**src/search_pos_pkg.sv**
```systemverilog
// -------------------------------------------------
// chess position, transposition entry and move
// generator status types
// -------------------------------------------------
package search_pos_pkg;

   localparam int eval_width = 24;
   localparam int move_count_max = 16; // widest move count carried

   typedef logic [63:0][3:0] board_t; // 64 squares, 4 bits each

   typedef struct packed
   {
      board_t     board;
      logic       white_to_move;
      logic [3:0] castle_mask;
      logic [3:0] en_passant_col;
   } position_t;

   typedef enum logic [1:0]
   {
      tt_exact = 2'd0,
      tt_lower = 2'd1,
      tt_upper = 2'd2
   } tt_flag_e;

   typedef struct packed
   {
      logic                          capture; // bit 63
      tt_flag_e                      flag;
      logic                          valid;
      logic [27:0]                   nodes;
      logic [7:0]                    depth;
      logic signed [eval_width-1:0]  eval; // bit 0 up
   } tt_entry_t;

   typedef struct packed
   {
      logic clear;
      logic hash_only;
      logic store;
      logic lookup;
   } tt_cmd_t;

   typedef struct packed
   {
      logic      entry_valid;
      logic      collision;
      logic      idle;
      logic      capture;
      tt_entry_t result;
   } tt_result_t;

   typedef struct packed
   {
      logic pv;
      logic insufficient_material;
      logic fifty_move;
      logic thrice_rep;
      logic black_in_check;
      logic white_in_check;
      logic capture;
   } move_flags_t;

   typedef struct packed
   {
      logic                         moves_ready; // all moves generated
      logic                         move_ready; // indexed move valid
      logic                         idle;
      logic                         initial_mate;
      logic                         initial_stalemate;
      logic [63:0]                  white_attack;
      logic [63:0]                  black_attack;
      move_flags_t                  flags;
      logic                         white_to_move;
      logic [3:0]                   castle_mask;
      logic [3:0]                   en_passant_col;
      logic signed [eval_width-1:0] eval;
      logic signed [eval_width-1:0] initial_eval;
      logic [15:0]                  uci;
      logic [move_count_max-1:0]    move_count; // low MOVE_INDEX_WIDTH bits used
   } movegen_status_t;

endpackage

```
**src/search_bus_pkg.sv**
```systemverilog
// -------------------------------------------------
// host register bus types and register address map
// -------------------------------------------------
package search_bus_pkg;

   localparam int data_bytes = 16;

   typedef logic [13:0] reg_addr_t; // bus address bits 17:4

   localparam reg_addr_t addr_command         = 14'd0;
   localparam reg_addr_t addr_move_index      = 14'd1;
   localparam reg_addr_t addr_position        = 14'd2;
   localparam reg_addr_t addr_half_move       = 14'd3;
   localparam reg_addr_t addr_board_lo        = 14'd8;
   localparam reg_addr_t addr_board_hi        = 14'd9;
   localparam reg_addr_t addr_attack_white_lo = 14'd128;
   localparam reg_addr_t addr_attack_white_hi = 14'd129;
   localparam reg_addr_t addr_attack_black_lo = 14'd130;
   localparam reg_addr_t addr_attack_black_hi = 14'd131;
   localparam reg_addr_t addr_move_flags      = 14'd132;
   localparam reg_addr_t addr_mg_position     = 14'd133;
   localparam reg_addr_t addr_eval            = 14'd134;
   localparam reg_addr_t addr_move_count      = 14'd135;
   localparam reg_addr_t addr_initial_eval    = 14'd136;
   localparam reg_addr_t addr_uci             = 14'd139;
   localparam reg_addr_t addr_tt_result       = 14'd512;
   localparam reg_addr_t addr_tt_status       = 14'd513;
   localparam reg_addr_t addr_tt_entry        = 14'd520;
   localparam reg_addr_t addr_tt_strobe       = 14'd521;

   // one data word, seen as byte lanes or as a table entry
   typedef union packed
   {
      logic [data_bytes-1:0][7:0] lanes;
      struct packed
      {
         logic [63:0]               reserved;
         search_pos_pkg::tt_entry_t entry;
      } tt_view;
   } tt_word_u;

   typedef struct packed
   {
      logic [17:0]           addr;
      tt_word_u              wdata;
      logic                  en;
      logic [data_bytes-1:0] be;
   } bus_req_t;

   typedef struct packed
   {
      logic                  command;
      logic                  move_index;
      logic                  position;
      logic                  half_move;
      logic                  board_lo;
      logic                  board_hi;
      logic                  tt_entry;
      logic                  tt_strobe;
      logic [data_bytes-1:0] be;
      tt_word_u              data;
   } write_sel_t;

endpackage

```
**src/ctrl_read_mux.sv**
```systemverilog
// -------------------------------------------------
// registered readback mux over the control map
// -------------------------------------------------
`timescale 1ns/100ps

module ctrl_read_mux
#(
   parameter int MOVE_INDEX_WIDTH = 7,
   parameter int HALF_MOVE_WIDTH  = 10
)
(
   input  logic                            clk,
   input  logic                            rst_n,
   input  search_bus_pkg::reg_addr_t       addr,
   input  logic                            new_board_valid,
   input  logic                            clear_moves,
   input  logic                            soft_reset,
   input  logic [MOVE_INDEX_WIDTH-1:0]     move_index,
   input  logic [HALF_MOVE_WIDTH-1:0]      half_move,
   input  search_pos_pkg::position_t       position,
   input  search_pos_pkg::movegen_status_t status,
   input  search_pos_pkg::tt_result_t      tt,
   output logic [127:0]                    rdata
);

   localparam int ew = search_pos_pkg::eval_width;

   logic [127:0] rd_word;

   function automatic logic [31:0] sext_eval(input logic signed [ew-1:0] v);
      return {{(32 - ew){v[ew-1]}}, v};
   endfunction

   always_comb
   begin
      rd_word = '0;
      case (addr)
         search_bus_pkg::addr_command:
         begin
            rd_word[0]  = new_board_valid;
            rd_word[1]  = clear_moves;
            rd_word[2]  = status.moves_ready;
            rd_word[3]  = status.move_ready;
            rd_word[4]  = status.initial_stalemate;
            rd_word[5]  = status.initial_mate;
            rd_word[7]  = status.idle;
            rd_word[31] = soft_reset;
         end
         search_bus_pkg::addr_move_index:      rd_word[MOVE_INDEX_WIDTH-1:0] = move_index;
         search_bus_pkg::addr_position:
            rd_word[8:0] = {position.white_to_move, position.castle_mask,
                            position.en_passant_col};
         search_bus_pkg::addr_half_move:       rd_word[HALF_MOVE_WIDTH-1:0] = half_move;
         search_bus_pkg::addr_attack_white_lo: rd_word[31:0] = status.white_attack[31:0];
         search_bus_pkg::addr_attack_white_hi: rd_word[31:0] = status.white_attack[63:32];
         search_bus_pkg::addr_attack_black_lo: rd_word[31:0] = status.black_attack[31:0];
         search_bus_pkg::addr_attack_black_hi: rd_word[31:0] = status.black_attack[63:32];
         search_bus_pkg::addr_move_flags:      rd_word[6:0] = status.flags; // pv on top
         search_bus_pkg::addr_mg_position:
            rd_word[8:0] = {status.white_to_move, status.castle_mask, status.en_passant_col};
         search_bus_pkg::addr_eval:            rd_word[31:0] = sext_eval(status.eval);
         search_bus_pkg::addr_move_count:
            rd_word[MOVE_INDEX_WIDTH-1:0] = status.move_count[MOVE_INDEX_WIDTH-1:0];
         search_bus_pkg::addr_initial_eval:    rd_word[31:0] = sext_eval(status.initial_eval);
         search_bus_pkg::addr_uci:
            rd_word[19:0] = {status.uci[15:12], 1'b0, status.uci[11:9], 1'b0,
                             status.uci[8:6], 1'b0, status.uci[5:3], 1'b0, status.uci[2:0]};
         search_bus_pkg::addr_tt_result:
            rd_word[63:0] = {tt.collision, tt.result.flag, tt.entry_valid, tt.result.nodes,
                             tt.result.depth, tt.result.eval};
         search_bus_pkg::addr_tt_status:       rd_word[1:0] = {tt.capture, tt.idle};
         default:                              rd_word = '0;
      endcase
   end

   always_ff @(posedge clk)
   begin
      if (!rst_n)
         rdata <= '0;
      else
         rdata <= rd_word;
   end

endmodule

```
**src/ctrl_write_decode.sv**
```systemverilog
// -------------------------------------------------
// write decode for the search control registers
// qualifies a host write and raises one select
// -------------------------------------------------
`timescale 1ns/100ps

module ctrl_write_decode
(
   input  search_bus_pkg::bus_req_t   req,
   output search_bus_pkg::write_sel_t sel
);

   search_bus_pkg::reg_addr_t wr_addr;
   logic                      wr_valid;

   assign wr_addr  = req.addr[17:4];
   assign wr_valid = req.en && (req.be != '0); // any lane enabled

   always_comb
   begin
      sel      = '0;
      sel.be   = req.be;
      sel.data = req.wdata;
      if (wr_valid)
      begin
         case (wr_addr)
            search_bus_pkg::addr_command:
               sel.command = 1'b1;
            search_bus_pkg::addr_move_index:
               sel.move_index = 1'b1;
            search_bus_pkg::addr_position:
               sel.position = 1'b1;
            search_bus_pkg::addr_half_move:
               sel.half_move = 1'b1;
            search_bus_pkg::addr_board_lo:
               sel.board_lo = 1'b1;
            search_bus_pkg::addr_board_hi:
               sel.board_hi = 1'b1;
            search_bus_pkg::addr_tt_entry:
               sel.tt_entry = 1'b1;
            search_bus_pkg::addr_tt_strobe:
               sel.tt_strobe = 1'b1;
            default:
            begin
               // unmapped or read-only writes are dropped
            end
         endcase
      end
   end

endmodule

```
**src/position_regs.sv**
```systemverilog
// -------------------------------------------------
// command, move index and position registers
// board halves merged under byte enables
// -------------------------------------------------
`timescale 1ns/100ps

module position_regs
#(
   parameter int MOVE_INDEX_WIDTH = 7,
   parameter int HALF_MOVE_WIDTH  = 10
)
(
   input  logic                              clk,
   input  logic                              rst_n,
   input  search_bus_pkg::write_sel_t        sel,
   output logic                              new_board_valid,
   output logic                              clear_moves,
   output logic                              soft_reset,
   output logic [MOVE_INDEX_WIDTH-1:0]       move_index,
   output logic [HALF_MOVE_WIDTH-1:0]        half_move,
   output search_pos_pkg::position_t         position
);

   logic [127:0] word;

   assign word = sel.data; // flat view for narrow fields

   always_ff @(posedge clk)
   begin
      if (!rst_n)
      begin
         new_board_valid <= 1'b0;
         clear_moves     <= 1'b0;
         soft_reset      <= 1'b0;
         move_index      <= '0;
         half_move       <= '0;
      end
      else
      begin
         if (sel.command)
         begin
            new_board_valid <= word[0];
            clear_moves     <= word[1];
            soft_reset      <= word[31];
         end
         if (sel.move_index)
            move_index <= word[MOVE_INDEX_WIDTH-1:0];
         if (sel.half_move)
            half_move <= word[HALF_MOVE_WIDTH-1:0];
      end
   end

   always_ff @(posedge clk)
   begin
      if (!rst_n)
         position <= '0;
      else
      begin
         if (sel.position)
         begin
            position.white_to_move  <= word[8];
            position.castle_mask    <= word[7:4];
            position.en_passant_col <= word[3:0];
         end
         // each byte lane holds two squares
         for (int b = 0; b < search_bus_pkg::data_bytes; b++)
         begin
            if (sel.board_lo && sel.be[b])
               position.board[2*b +: 2] <= sel.data.lanes[b];
            if (sel.board_hi && sel.be[b])
               position.board[32 + 2*b +: 2] <= sel.data.lanes[b]; // bits 255:128
         end
      end
   end

endmodule

```
**src/search_ctrl_top.sv**
```systemverilog
// -------------------------------------------------
// search accelerator host control block
// decode, register stages and readback
// -------------------------------------------------
`timescale 1ns/100ps

module search_ctrl_top
#(
   parameter int MOVE_INDEX_WIDTH = 7,
   parameter int HALF_MOVE_WIDTH  = 10
)
(
   input  logic                            clk,
   input  logic                            rst_n,
   input  search_bus_pkg::bus_req_t        req,
   input  search_pos_pkg::movegen_status_t status,
   input  search_pos_pkg::tt_result_t      tt_result,
   output logic [127:0]                    rdata,
   output logic                            new_board_valid,
   output logic                            clear_moves,
   output logic                            soft_reset,
   output logic [MOVE_INDEX_WIDTH-1:0]     move_index,
   output logic [HALF_MOVE_WIDTH-1:0]      half_move,
   output search_pos_pkg::position_t       position, // also the table request position
   output search_pos_pkg::tt_entry_t       tt_entry,
   output search_pos_pkg::tt_cmd_t         tt_cmd
);

   search_bus_pkg::write_sel_t sel;
   search_bus_pkg::reg_addr_t  rd_addr;

   assign rd_addr = req.addr[17:4]; // read address sampled every clock

   ctrl_write_decode ctrl_write_decode_i
   (
      .req (req),
      .sel (sel)
   );

   position_regs
   #(
      .MOVE_INDEX_WIDTH (MOVE_INDEX_WIDTH),
      .HALF_MOVE_WIDTH  (HALF_MOVE_WIDTH)
   )
   position_regs_i
   (
      .clk             (clk),
      .rst_n           (rst_n),
      .sel             (sel),
      .new_board_valid (new_board_valid),
      .clear_moves     (clear_moves),
      .soft_reset      (soft_reset),
      .move_index      (move_index),
      .half_move       (half_move),
      .position        (position)
   );

   tt_request_regs tt_request_regs_i
   (
      .clk   (clk),
      .rst_n (rst_n),
      .sel   (sel),
      .entry (tt_entry),
      .cmd   (tt_cmd)
   );

   ctrl_read_mux
   #(
      .MOVE_INDEX_WIDTH (MOVE_INDEX_WIDTH),
      .HALF_MOVE_WIDTH  (HALF_MOVE_WIDTH)
   )
   ctrl_read_mux_i
   (
      .clk             (clk),
      .rst_n           (rst_n),
      .addr            (rd_addr),
      .new_board_valid (new_board_valid),
      .clear_moves     (clear_moves),
      .soft_reset      (soft_reset),
      .move_index      (move_index),
      .half_move       (half_move),
      .position        (position),
      .status          (status),
      .tt              (tt_result),
      .rdata           (rdata)
   );

endmodule

```
**src/tt_request_regs.sv**
```systemverilog
// -------------------------------------------------
// transposition table request staging
// entry register and self-clearing table strobes
// -------------------------------------------------
`timescale 1ns/100ps

module tt_request_regs
(
   input  logic                       clk,
   input  logic                       rst_n,
   input  search_bus_pkg::write_sel_t sel,
   output search_pos_pkg::tt_entry_t  entry,
   output search_pos_pkg::tt_cmd_t    cmd
);

   search_pos_pkg::tt_entry_t entry_in;

   always_comb
   begin
      entry_in       = sel.data.tt_view.entry;
      entry_in.valid = 1'b1; // host entry always valid
   end

   always_ff @(posedge clk)
   begin
      if (!rst_n)
         entry <= '0;
      else if (sel.tt_entry)
         entry <= entry_in;
   end

   // strobes live one cycle, then drop
   always_ff @(posedge clk)
   begin
      if (!rst_n)
         cmd <= '0;
      else if (sel.tt_strobe)
         cmd <= search_pos_pkg::tt_cmd_t'(sel.data.lanes[0][3:0]);
      else
         cmd <= '0;
   end

endmodule

```
**config.mk**
```make
export PLATFORM = sky130hd
export DESIGN_NAME = search_ctrl_top
export DESIGN_NICKNAME = d
export VERILOG_FILES = /design/src/search_pos_pkg.sv /design/src/search_bus_pkg.sv /design/src/ctrl_read_mux.sv /design/src/ctrl_write_decode.sv /design/src/position_regs.sv /design/src/search_ctrl_top.sv /design/src/tt_request_regs.sv
export SDC_FILE = /design/constraint.sdc
export NUM_CORES = 1
export LEC_CHECK = 0
export ABC_CLOCK_PERIOD_IN_PS = 5300
export BUFFER_PORTS_ARGS = -buffer_cell sky130_fd_sc_hd__buf_2
export CAP_MARGIN = 20
export CORE_AREA = 4 4 362 364
export CTS_CLUSTER_DIAMETER = 100
export CTS_CLUSTER_SIZE = 40
export DETAILED_ROUTE_END_ITERATION = 7
export DIE_AREA = 0 0 366 368
export PLACE_DENSITY_LB_ADDON = 0.12
export SYNTH_ARGS = -nofsm -noshare
export SYNTH_HDL_FRONTEND = slang
export SYNTH_SLANG_ARGS = --single-unit
```
**constraint.sdc**
```tcl
create_clock -name clk -period 5.3 [get_ports clk]
set_clock_uncertainty 0.05 [all_clocks]
set_input_delay 0.265 -clock clk [delete_from_list [all_inputs] [get_ports clk]]
set_output_delay 0.265 -clock clk [all_outputs]
set_load 0.005 [all_outputs]
```
# ---- Yosys cells after proc, flatten, opt, wreduce, memory -nomap -nowiden
# Cells that the tools add are included.
dict set report word_totals {
  wordCells 159
  inputBits 462
  out_inout_bits 481
  ff_bits 481
}
dict set report classes {
  n_mux 18
  eq_ne 19
  reduce_logical 37
}
# cell n
set op_table {}
lappend op_table {{14-bit by 8-bit equality test with 1-bit output, second input constant} 10}
lappend op_table {{10-bit one-hot mux with 8 select lines} 1}
lappend op_table {{11-bit one-hot mux with 7 select lines} 1}
lappend op_table {{4-bit one-hot mux with 15 select lines} 1}
lappend op_table {{14-bit by 10-bit equality test with 1-bit output, second input constant} 4}
lappend op_table {{1-bit logical AND} 33}
lappend op_table {{2-bit one-hot mux with 16 select lines} 1}
lappend op_table {{14-bit by 2-bit equality test with 1-bit output, second input constant} 2}
lappend op_table {{14-bit by 4-bit equality test with 1-bit output, second input constant} 2}
lappend op_table {{1-bit one-hot mux with 11 select lines} 2}
lappend op_table {{16-bit nonzero test} 1}
lappend op_table {{14-bit by 1-bit equality test with 1-bit output, second input constant} 1}
lappend op_table {{14-bit zero test} 1}
lappend op_table {{1-bit one-hot mux with 14 select lines} 1}
lappend op_table {{1-bit one-hot mux with 9 select lines} 1}
lappend op_table {{1-bit two-way mux} 8}
lappend op_table {{8-bit two-way mux} 1}
lappend op_table {{1-bit one-hot mux with 8 select lines} 1}
lappend op_table {{2-bit AND reduction} 2}

# ---- Logic depth before layout (Yosys ltp)
dict set report depth {
  ltp_word 4
  ltp_mapped 9
  depth_no_buf 5
}

# ---- By module
# A second synthesis with hierarchy kept.
dict set report hier_totals {
  cells_unflattened 2201
  area_unflattened_um2 20188.1
}
# mod seq_area_each_um2 area_each_um2 n_inst cells_per_inst
set modules_own_cells {}
lappend modules_own_cells {position_regs 5705.5 11696.2 1 1302}
lappend modules_own_cells {ctrl_read_mux 1281.2 4640.7 1 515}
lappend modules_own_cells {tt_request_regs 1361.3 2553.7 1 213}
lappend modules_own_cells {ctrl_write_decode 0.0 1297.5 1 171}

# ---- Worst setup path after synthesis
# Ideal clock, no wire load.
dict set report synth_path {
  kind {input port to flip-flop}
  from {in req[160] (netlist bit)}
  to {reg tt_request_regs_i.entry[10] (netlist bit)}
  stages 7
  t_required_ns 5.107
  arrival_time_ns 2.238
  slack_ns 2.869
  setup_time_ns 0.143
  path_cell_list {or4_1 -> or3b_1 -> or4_1 -> buf_6 -> buf_8 -> nand2_2 -> a21oi_2}
}
dict set report synth_via {
  elab_chain_len 3
}
# element line
set synth_rtl {}
lappend synth_rtl {{start: declaration} search_ctrl_top.sv:15} ;# input search_bus_pkg::bus_req_t req,
lappend synth_rtl {{14-bit by 10-bit equality test with 1-bit output} ctrl_write_decode.sv:26} ;# case (wr_addr)
lappend synth_rtl {{1-bit two-way mux} ctrl_write_decode.sv:26}
lappend synth_rtl {{8-bit two-way mux} ctrl_write_decode.sv:24} ;# if (wr_valid)
lappend synth_rtl {{end signal: assignment} tt_request_regs.sv:29} ;# entry <= entry_in;
lappend synth_rtl {{end: declaration} tt_request_regs.sv:12} ;# output search_pos_pkg::tt_entry_t entry,
# No other way between the ends.
# A chain may end at the register's enable or synchronous reset.

# ---- Final worst setup path
dict set report layout_path {
  from {in req[10] (netlist bit)}
  to {reg position_regs_i.position[132] (netlist name)}
}
dict set report layout_via {
  elab_chain_len 4
}
# element line
set layout_rtl {}
lappend layout_rtl {{16-bit nonzero test} ctrl_write_decode.sv:17} ;# assign wr_valid = req.en && (req.be != '0);
lappend layout_rtl {{1-bit logical AND} ctrl_write_decode.sv:17}
lappend layout_rtl {{8-bit two-way mux} ctrl_write_decode.sv:24}
lappend layout_rtl {{1-bit logical AND} position_regs.sv:68} ;# if (sel.board_lo && sel.be[b])
# No other way between the ends.

==> impl_metrics.toml <==
[worst_setup_path]
cp.arrival_ps = 4350
cp_cell_sequence = "dlygate4sd3_1, buf_2, or4_1, o41ai_4, nor4_4, buf_4, nand2_8, mux2i_1, dlygate4sd3_1"
crit_buf_inv = 4
crit_family = "buffers and inverters"
crit_fanout = 14
reg2reg_depth = 6
crit_path_frequent_cell = "dlygate4sd3_1"
required_ps = 5830
slowest_delay_ps = 930
crit_path_top_delay_cell = "o41ai_4"
critPathCaptureType = "flip-flop"
cp.depth = 9
crit_type = "input port to flip-flop"
start_kind = "input port"

[floorplanning]
num_io_pins = 943
die_w_um = 366
die_y_um = 368
die-area_um2 = 135000
num_rows = 131
core_area_um2 = 127000
start_util_pct = 14.1

[power_and_ir_drop]
power_density_nw_per_um2 = 237
intPower_w = 0.00469
max-vdd-ir-drop_uv = 253
sw_frac_of_total_pct = 28.5
p_sw_w = 0.00187
p_leak_nw = 13.7
power_frac_clock_pct = 42.6
p_seq_share_pct = 47.7
comb_power_share_pct = 9.7

[clock_tree]
cts.path.max_buffers = 3
root_buffer = "clkbuf_16"
clock_latency_ps = 650
cts_sinks = 417
cts_made_buffers = 30
htreeDepth = 1
cts_tree = "done"
cts.clk_slew.worst_paths_ps = 100
post-cts-setup-buffers = 0

[routing]
detail_route.wl_per_cell_um = 22.5
first_pass_iters = 5
wl_mm = 104
initialDrtViolationCount = 1013
final_antenna_net_count = 0
dr_total_vias = 17976
drc = 0
via_per_inst = 3.88

[global_routing]
grt_pass1_wl_mm = 144
grt_max_degree = 171
antenna_found_initial = 16
grt.total_usage_pct = 14.6
grt_pass1_vias = 18432
grt.overflow.total = 0

[sta]
maxSlewViolCount = 0
slew-limit-headroom_pct = 23.9
hold_viol = 0
hold_ws_ps = 62.1
fmax_mhz = 261
setup_viol = 0
final.min_clock_period_ps = 3820
rsz0062_at_grt = "false"
period_share_pct = 72.2
tightest_slew_ps = 1130
tns_ps = 0

[synth]
synth-edff-count = 0
ys_seq_elements = 417
ys_seq_area_share_pct = 46.4
ys.flop_type = "dfxtp_1"
synth_cell_types = 71
synthesis.area_um2 = 18000
synthArstFlopShare_pct = 0
syn_inst = 1875
avgSynthCellArea_um2 = 9.60
ys_warn_count = 0

[layout]
final_cell_mix = "buf_2, nand2_1, dfxtp_1"
utilization_pct = 21.8
drive_gt1_share_pct = 36.1
layout.nets = 3406
syn_to_final_growth_pct = 54.0
final_common_cell = "buf_2"

[place]
io_buffers = 863
place_hpwl_mm = 82.7
place_congestion = 0.881

[flow_run]
drv_cap = 0

[hold_path]
min_path_type = "input port to flip-flop"
whs_path_depth = 3

[run_status]
status = "complete, no violations"
==> worst paths after layout <==
check                                             startpoint                                          to  slack (ps)
setup / recovery                                     req[10]  position_regs_i.position[132]$_SDFFE_PN0P_        1480
hold / removal                                       req[14]  position_regs_i.position[121]$_SDFFE_PN0P_          60
setup reg to reg    position_regs_i.position[7]$_SDFFE_PN0P_         ctrl_read_mux_i.rdata[7]$_SDFF_PN0_        3090
hold reg to reg   position_regs_i.position[250]$_SDFFE_PN0P_  position_regs_i.position[250]$_SDFFE_PN0P_         410
==> cells by family after synthesis <==
| family | share of synthesized area, % |
|---|---|
| compound gates | 9.16 |
| flops | 46.4 |
| mux | 18.5 |
| xor+xnor | 0.0486 |
| other cells | 0.0208 |
| simple gates | 20.0 |
| buf+inv | 5.88 |
==> metal layers <==
layer	vias to the layer above	wire length [um]	GRT usage [%]
li1	8531	-	-
met1	8734	47600	19.8
met2	619	47400	23.5
met3	88	6690	3.52
met4	4	2650	3.47
met5	-	27	0
==> power groups by stage <==
| stage | Combinational, W | Sequential [W] | Clock [W] |
|---|---|---|---|
| 2_1_floorplan | 0.000215 | 0.00320 | 0 |
| 3_3_place_gp | 0.000521 | 0.00320 | 0 |
| 3_5_place_dp | 0.000517 | 0.00320 | 0 |
| 4_1_cts | 0.000647 | 0.00313 | 0.00296 |
| 5_1_grt | 0.000692 | 0.00313 | 0.00305 |
| 6_report | 0.000638 | 0.00313 | 0.00279 |
==> synth_stat cells, types with 7 or more instances <==
cell type	instances	area [um^2]
a21oi_1	60	300
a21oi_2	21	184
a221oi_1	18	158
a222oi_1	18	180
a22o_1	19	166
a22oi_1	25	188
a31oi_1	10	62.6
a32oi_1	7	61.3
and3_1	37	231
buf_2	11	55.1
buf_4	64	480
clkbuf_1	94	353
dfxtp_1	417	8350
mux2i_1	302	3020
mux4_2	11	248
nand2_1	508	1910
nand2_2	32	200
nand2_8	20	400
nand3b_1	7	52.6
nor2_1	50	188
nor4_1	11	68.8
o21ai_0	7	35.0
o22ai_1	8	50.1
o2bb2ai_1	7	61.3
or4_1	8	60.1
==> registers in the layout, summed over array words and instances (netlist names) <==
signal and flops:
ctrl_read_mux_i.rdata 64, position_regs_i.clear_moves 1, position_regs_i.half_move 10, position_regs_i.move_index 7, position_regs_i.new_board_valid 1, position_regs_i.position 265
position_regs_i.soft_reset 1, tt_request_regs_i.cmd 4, tt_request_regs_i.entry 64
==> layout make-up <==
class	count	area, um^2
antenna	7	17.5
clock buffer	32	779
clock inverter	24	374
fill	14198	99600
inverter	3	13.8
multi-input combinational	1335	8910
sequential	417	8350
tap	1662	2080
timing repair buffer	1157	7220
==> per-stage QoR <==
| step | setup WS, ps | std cells | power [W] | cell area (um^2) |
|---|---|---|---|---|
| final | 1480 | 4637 | 0.00656 | 27700 |
| after global routing | 1330 | 4632 | 0.00687 | 27700 |
| after CTS | 1430 | 4628 | 0.00674 | 27700 |
| after detailed placement | 1390 | 4313 | 0.00372 | 24000 |
| after global placement | 1380 | 4313 | 0.00372 | 24000 |
| after floorplan | 2870 | 1938 | 0.00342 | 18200 |
==> tightest hold or removal path, cell delays in order <==
cell     delay, ps
buf_2          190
nand2_8        150
mux2i_1         80
==> repair_timing <==
action                     in CTS  in global routing
hold endpoints to repair      396                  0
setup endpoints to repair       0                  0
gates resized for setup         0                  0
hold buffers                  259                  0
Power figures use the tool's default switching activity.
